File: config.mk
export PLATFORM = sky130hd
export DESIGN_NAME = branch_predictor
export DESIGN_NICKNAME = d
export VERILOG_FILES = /design/src/bp_pkg.sv /design/src/gshare.sv /design/src/branch_queue.sv /design/src/branch_predictor.sv
export VERILOG_INCLUDE_DIRS = /design/src
export SDC_FILE = /design/constraint.sdc
export NUM_CORES = 1
export LEC_CHECK = 0
export BUFFER_PORTS_ARGS = -buffer_cell sky130_fd_sc_hd__buf_2
export CAP_MARGIN = 30
export CORE_MARGIN = 2
export CORE_UTILIZATION = 40
export CTS_CLUSTER_SIZE = 20
export DETAILED_ROUTE_END_ITERATION = 8
export GPL_TIMING_DRIVEN = 0
export MAX_ROUTING_LAYER = met4
export PLACE_DENSITY = 0.66
export RECOVER_POWER = 25
export SYNTH_ARGS = -nofsm -noshare
export SYNTH_HDL_FRONTEND = slang
export SYNTH_SLANG_ARGS = --single-unit
File: constraint.sdc
create_clock -name clock -period 8 [get_ports clock]
set_clock_uncertainty 0.2 [all_clocks]
set_input_delay 1.2 -clock clock [delete_from_list [all_inputs] [get_ports clock]]
set_output_delay 1.2 -clock clock [all_outputs]
set_load 0.02 [all_outputs]
File: src/bp_macros.svh
////////////////////////////////////////////////////////////////////////////
// Predictor sizes. PC_SIZE must equal BH_SIZE for the hash to line up
// OBQ_DEPTH must be a power of two, with OBQ_PTR_SIZE its log2
////////////////////////////////////////////////////////////////////////////
`ifndef BP_MACROS_SVH
`define BP_MACROS_SVH

// Global history width, also the pattern-table index width
`define BH_SIZE 8

// PC word bits folded into the hash
`define PC_SIZE `BH_SIZE

// Outstanding branch queue
`define OBQ_DEPTH 8
`define OBQ_PTR_SIZE 3 // log2(OBQ_DEPTH)

`endif

File: src/bp_pkg.sv
////////////////////////////////////////////////////////////////////////////
// Shared types of the branch predictor. Widths follow bp_macros.svh
////////////////////////////////////////////////////////////////////////////
`include "bp_macros.svh"

package bp_pkg;

	// Global history, newest outcome in bit 0
	typedef logic [`BH_SIZE-1:0] history_t;

	// Pattern-table index, history XOR PC word bits
	typedef logic [`BH_SIZE-1:0] pht_index_t;

	// Full instruction address
	typedef logic [31:0] pc_t;

	// Queue pointer with one extra wrap bit to tell full from empty
	typedef logic [`OBQ_PTR_SIZE:0] obq_ptr_t;

endpackage

File: src/gshare.sv
////////////////////////////////////////////////////////////////////////////
// Gshare with one-bit pattern entries (1 = taken), prediction one cycle late
// Caller must never fire a lookup in a clear cycle, clear always wins here
////////////////////////////////////////////////////////////////////////////
`include "bp_macros.svh"

module gshare (
	input  logic                 clock,
	input  logic                 reset,
	input  logic                 lookup_allow,     // Fire condition from the queue
	input  bp_pkg::pc_t          pc_in,
	input  logic                 clear_en,         // Mispredict from the queue
	input  bp_pkg::pht_index_t   rollback_index,   // Entry to flip
	input  bp_pkg::history_t     rollback_history, // Already corrected history
	output logic                 lookup_fire,
	output bp_pkg::pht_index_t   lookup_index,
	output bp_pkg::history_t     lookup_history,
	output logic                 lookup_taken,
	output logic                 prediction_valid,
	output logic                 prediction_out,
	output bp_pkg::history_t     history_out
);

	logic [2**`BH_SIZE-1:0] pht;         // Pattern table, one bit per entry
	bp_pkg::history_t history;           // Global history register
	logic [`PC_SIZE-1:0] pc_word;        // Hashed PC bits
	bp_pkg::pht_index_t hash_index;

	// Byte offset is dropped, only word address bits are hashed
	assign pc_word = pc_in[`PC_SIZE+1:2];
	assign hash_index = history ^ pc_word;

	// Queue already qualified the request
	assign lookup_fire = lookup_allow;

	// Recorded into the queue alongside the push
	assign lookup_index = hash_index;
	assign lookup_history = history;   // Snapshot before the shift
	assign lookup_taken = pht[hash_index];

	assign history_out = history;

	// Table and history
	always_ff @(posedge clock) begin
		if (reset) begin
			pht <= '0;              // All entries start not taken
			history <= '0;
			prediction_valid <= 1'b0;
		end else begin
			prediction_valid <= lookup_fire;
			if (clear_en) begin
				// Wrong guess, invert the entry and restore history
				pht[rollback_index] <= ~pht[rollback_index];
				history <= rollback_history;
			end else if (lookup_fire) begin
				// Speculative update with the guessed direction
				history <= {history[`BH_SIZE-2:0], lookup_taken};
			end
		end
	end

	// Prediction payload, only meaningful with prediction_valid
	always_ff @(posedge clock) begin
		if (lookup_fire) begin
			prediction_out <= lookup_taken;
		end
	end

	// Queue must block lookups during its own clear
	a_no_fire_on_clear: assert property (
		@(posedge clock) disable iff (reset)
		!(clear_en && lookup_fire)
	) else $error("lookup fired during a clear");

endmodule

File: src/branch_queue.sv
////////////////////////////////////////////////////////////////////////////
// Outstanding branch queue. Resolves must arrive in program order
// Resolve on empty is ignored, a mispredict flushes all younger entries
////////////////////////////////////////////////////////////////////////////
`include "bp_macros.svh"

module branch_queue (
	input  logic                 clock,
	input  logic                 reset,
	input  logic                 enable,
	input  logic                 if_branch,
	input  logic                 lookup_fire,      // Push strobe
	input  bp_pkg::pht_index_t   lookup_index,
	input  bp_pkg::history_t     lookup_history,
	input  logic                 lookup_taken,
	input  logic                 resolve_valid,
	input  logic                 resolve_taken,    // Actual direction
	output logic                 lookup_allow,
	output logic                 clear_en,
	output bp_pkg::pht_index_t   rollback_index,
	output bp_pkg::history_t     rollback_history,
	output logic                 mispredict,
	output logic                 queue_full
);

	// Entry fields, one array each
	bp_pkg::pht_index_t idx_mem [`OBQ_DEPTH];
	bp_pkg::history_t hist_mem [`OBQ_DEPTH];
	logic taken_mem [`OBQ_DEPTH];

	bp_pkg::obq_ptr_t wr_ptr;
	bp_pkg::obq_ptr_t rd_ptr;
	logic [`OBQ_PTR_SIZE-1:0] head;  // Slot of the oldest entry
	logic [`OBQ_PTR_SIZE-1:0] tail;  // Slot for the next push
	logic empty;
	logic full;
	logic resolve_fire;
	logic mismatch;
	bp_pkg::history_t head_history;

	assign head = rd_ptr[`OBQ_PTR_SIZE-1:0];
	assign tail = wr_ptr[`OBQ_PTR_SIZE-1:0];

	// Same slot, wrap bits tell full from empty
	assign empty = (wr_ptr == rd_ptr);
	assign full = (wr_ptr[`OBQ_PTR_SIZE] != rd_ptr[`OBQ_PTR_SIZE]) && (head == tail);
	assign queue_full = full;

	assign resolve_fire = resolve_valid && !empty;        // Empty resolve is dropped
	assign mismatch = resolve_fire && (taken_mem[head] != resolve_taken);

	assign clear_en = mismatch;
	assign mispredict = mismatch;

	// No lookup while full or while rolling back
	assign lookup_allow = enable && if_branch && !full && !mismatch;

	// Rollback data, history gets the real outcome appended
	assign head_history = hist_mem[head];
	assign rollback_index = idx_mem[head];
	assign rollback_history = {head_history[`BH_SIZE-2:0], resolve_taken};

	// Pointers
	always_ff @(posedge clock) begin
		if (reset) begin
			wr_ptr <= '0;
			rd_ptr <= '0;
		end else begin
			if (mismatch) begin
				rd_ptr <= wr_ptr;            // Flush, younger entries are wrong-path
			end else if (resolve_fire) begin
				rd_ptr <= rd_ptr + 1'b1;     // Correct guess, retire head
			end
			if (lookup_fire) begin
				wr_ptr <= wr_ptr + 1'b1;
			end
		end
	end

	// Entry storage
	always_ff @(posedge clock) begin
		if (lookup_fire) begin
			idx_mem[tail] <= lookup_index;
			hist_mem[tail] <= lookup_history;
			taken_mem[tail] <= lookup_taken;
		end
	end

	// Gshare must honour lookup_allow
	a_no_push_full: assert property (
		@(posedge clock) disable iff (reset)
		lookup_fire |-> !full
	) else $error("push into a full queue");

	// Mispredict needs a live head and leaves the queue empty
	a_mispredict_flush: assert property (
		@(posedge clock) disable iff (reset)
		mispredict |-> !empty ##1 empty
	) else $error("mispredict without entry or without flush");

endmodule

File: src/branch_predictor.sv
////////////////////////////////////////////////////////////////////////////
// Gshare front end with its outstanding branch queue
// Prediction one cycle after the lookup, lookups dropped when queue_full
////////////////////////////////////////////////////////////////////////////
module branch_predictor (
	input  logic               clock,
	input  logic               reset,
	input  logic               enable,
	input  logic               if_branch,        // Branch at pc_in this cycle
	input  bp_pkg::pc_t        pc_in,
	input  logic               resolve_valid,    // Oldest branch resolved
	input  logic               resolve_taken,
	output logic               prediction_valid,
	output logic               prediction_out,
	output bp_pkg::history_t   history_out,
	output logic               mispredict,
	output logic               queue_full
);

	// Gshare to queue
	logic lookup_fire;
	bp_pkg::pht_index_t lookup_index;
	bp_pkg::history_t lookup_history;
	logic lookup_taken;

	// Queue to gshare
	logic lookup_allow;
	logic clear_en;
	bp_pkg::pht_index_t rollback_index;
	bp_pkg::history_t rollback_history;

	gshare u_gshare (
		.clock            (clock),
		.reset            (reset),
		.lookup_allow     (lookup_allow),
		.pc_in            (pc_in),
		.clear_en         (clear_en),
		.rollback_index   (rollback_index),
		.rollback_history (rollback_history),
		.lookup_fire      (lookup_fire),
		.lookup_index     (lookup_index),
		.lookup_history   (lookup_history),
		.lookup_taken     (lookup_taken),
		.prediction_valid (prediction_valid),
		.prediction_out   (prediction_out),
		.history_out      (history_out)
	);

	branch_queue u_branch_queue (
		.clock            (clock),
		.reset            (reset),
		.enable           (enable),
		.if_branch        (if_branch),
		.lookup_fire      (lookup_fire),
		.lookup_index     (lookup_index),
		.lookup_history   (lookup_history),
		.lookup_taken     (lookup_taken),
		.resolve_valid    (resolve_valid),
		.resolve_taken    (resolve_taken),
		.lookup_allow     (lookup_allow),
		.clear_en         (clear_en),
		.rollback_index   (rollback_index),
		.rollback_history (rollback_history),
		.mispredict       (mispredict),
		.queue_full       (queue_full)
	);

endmodule

==> reports/results.tsv <==
metric	value	unit
clock_latency	0.63	ns
period_share	77.9	%
vdd_drop_max	0.000214	V
drt_iter0_markers	3065	
finalPower	7240	µW
vias	20881	
synth_edf_count	129	
startpoint	pc_in[2]	
startpoint_type	input port	
first_pass_iters	8	
p_leak	0.00860	µW
synthFlopType	dfxtp_1	
final-seq-area	9400	µm²
cp.arrival	6.55	ns
cp-end-kind	flop	
grt_pass1_wl	135000	µm
area_delta_synth_final	13.8	%
cts_tree	built	
grt_max_degree	18	
postSynthAreaPerCell	10.2	µm²
async_flop_share	0	%
grt-ovfl-total	0	
nFillCells	5148	
synth_top_family_by_area	compound AO/OA/AOI/OAI gates	
outcome	complete, but fails checks	
clkTransAtPathRegs	0.06	ns
synth_compound_area_share	18.2	%
die_y	241	µm
placed_area	24100	µm²
root_buffer	clkbuf_16	
clock-sinks	405	
worstHoldStart	u_gshare.pht[213]	
seq_area_frac_synth	41.8	%
reg2reg_from	u_gshare.history_out[0]	
final_hold_viol_count	0	
p_int	4210	µW
place_inst	3015	
maxCapViolCount	0	
postCtsSetupBuffers	0	
grt_pass1_vias	19708	
initial_utilization	40.7	%
synth_xor_area_share	0.751	%
pin_count	50	
p_per_area	283	nW/µm²
fp-row-count	86	
rsz0062_at_grt	false	
coreArea	55300	µm²
fmax	161	MHz
ant_nets	0	
p_clk_share	30.3	%
htreeDepth	2	
gp_congestion	1.07	
power_frac_seq	31.0	%
p_switching	3020	µW
switching_share	41.8	%
die_w	241	µm
mostFrequentLayoutCells	nand2_1, dfxtp_1, mux2i_1	
tightest_slew	1.22	ns
synth_seq_cells	405	
cts_buffers	46	
final_cell_count_no_fill	3104	
wirelength	93900	µm
antenna_found_initial	3	
avgRoutedWirePerCell	30.2	µm
min_path_type	flop to flop	
path_class	input port to flop	
multi_input_area	11800	µm²
violations	DRC	
grt_usage	32.8	%
slew_headroom	18.8	%
vias_per_cell	6.73	
yosys.area_share.simple	17.4	%
synthAdderAreaFrac	0.111	%
netlist-cell-type-count	90	
place_hpwl	65500	µm
netlist_area	22500	µm²
synth.area.mux_share	16.0	%
finalSetupViolCount	0	
cts_resized	0	
die-area	58100	µm²
ys.warnings.count	0	
period_minus_slack	6.23	ns
p_comb_share	38.7	%
required	8.32	ns
final_common_cell	nand2_1	
finalNetCount	2355	
drive_gt1_share	17.7	%
drcViolationCount	2	
ctsHoldBuffers	0	
fin_area	25600	µm²
cts_buffer_depth	3	
synthCells	2197	
synth_fp_nets	2237	
port-buffer-count	25	
crit_fanout	11	
setup_tns	0	ns
drv_slew	0	
-- worst max-delay path, cell delays in order --
cell and delay [ns]:
buf_2 0.15, xnor2_4 0.52, clkinvlp_2 1.10, buf_6 0.53, clkbuf_1 0.54, clkbuf_1 0.45
buf_6 0.27, nand2_1 0.08, nand3_1 0.07, o211ai_1 0.26, nand4_1 0.22, a32o_1 0.32
mux4_2 0.60, a21o_1 0.20
-- power by group through the flow --
stage | clock network [µW] | registers, µW | logic (µW)
finish | 2190 | 2250 | 2800
global route | 2270 | 2250 | 2810
CTS | 2190 | 2250 | 2670
detailed placement | 0 | 2290 | 2660
global placement | 0 | 2290 | 2550
floorplan | 0 | 2290 | 1600
-- registers in the layout, summed over array words and instances, names as in the netlist, named ones only --
signal,flops
u_branch_queue.hist_mem,56
u_branch_queue.idx_mem,64
u_branch_queue.rd_ptr,4
u_branch_queue.taken_mem,8
u_branch_queue.wr_ptr,4
u_gshare.history_out,8
u_gshare.pht,256
u_gshare.prediction_out,1
u_gshare.prediction_valid,1
-- synth_stat cells, types with 13 or more instances --
library cell,instances,area share [%]
a211oi_1,39,1.3
a21oi_1,67,1.5
a22oi_1,17,0.57
a311oi_1,49,1.9
a31oi_1,73,2.0
a32oi_1,17,0.66
a41oi_1,13,0.51
buf_2,54,1.2
buf_4,24,0.80
buf_6,28,1.4
clkbuf_1,100,1.7
dfxtp_1,276,25
edfxtp_1,129,17
inv_1,25,0.42
mux2i_1,153,6.8
mux4_2,87,8.7
nand2_1,323,5.4
nand3_1,48,1.1
nand3b_1,117,3.9
nor2_1,61,1.0
nor2b_1,81,2.3
nor3_1,21,0.47
nor3_2,14,0.62
nor4_1,20,0.56
o21ai_0,34,0.76
o22ai_1,15,0.42
o31ai_1,81,2.7
o31ai_2,30,1.7
-- logic make-up after synthesis --
logic type / after synthesis
compound gates: 532
buf+inv: 242
simple gates: 751
flops: 405
xor+xnor: 15
mux: 250
fa+ha+maj: 2
-- final cells by class --
cell class,count,area share (%)
multi-input cells,1550,46.2
well taps,748,3.65
diodes,3,0.0293
clock buffers,65,4.93
plain buffers,214,4.58
inverters,28,0.420
clock inverters,21,1.11
flip-flops and latches,405,36.7
repair buffers,70,2.38
-- stage by stage --
stage	setup slack [ns]	utilization, %	hold WS [ns]
4_1_cts	2.90	46.4	0.304
3_5_place_dp	2.72	43.6	0.292
2_1_floorplan	3.61	-	0.267
6_report	1.77	46.3	0.304
5_1_grt	1.88	46.3	0.323
3_3_place_gp	1.28	42.6	0.286
-- per-layer routing --
metal	track usage [%]	routed length [µm]	vias up
met5	-	0	-
met4	19.9	6520	0
met3	8.92	12400	427
met2	47.0	39800	1685
met1	41.3	35200	10172
li1	-	-	8597
-- worst paths after layout --
path	to	slack, ns	cells past startpoint
setup reg to reg	u_gshare.history_out[0]	1.91	13
setup / recovery	u_gshare.history_out[0]	1.77	14
hold / removal	u_gshare.pht[213]	0.30	2
hold reg to reg	u_gshare.pht[213]	0.30	2
Note: power is estimated with default switching activity, not from simulation.
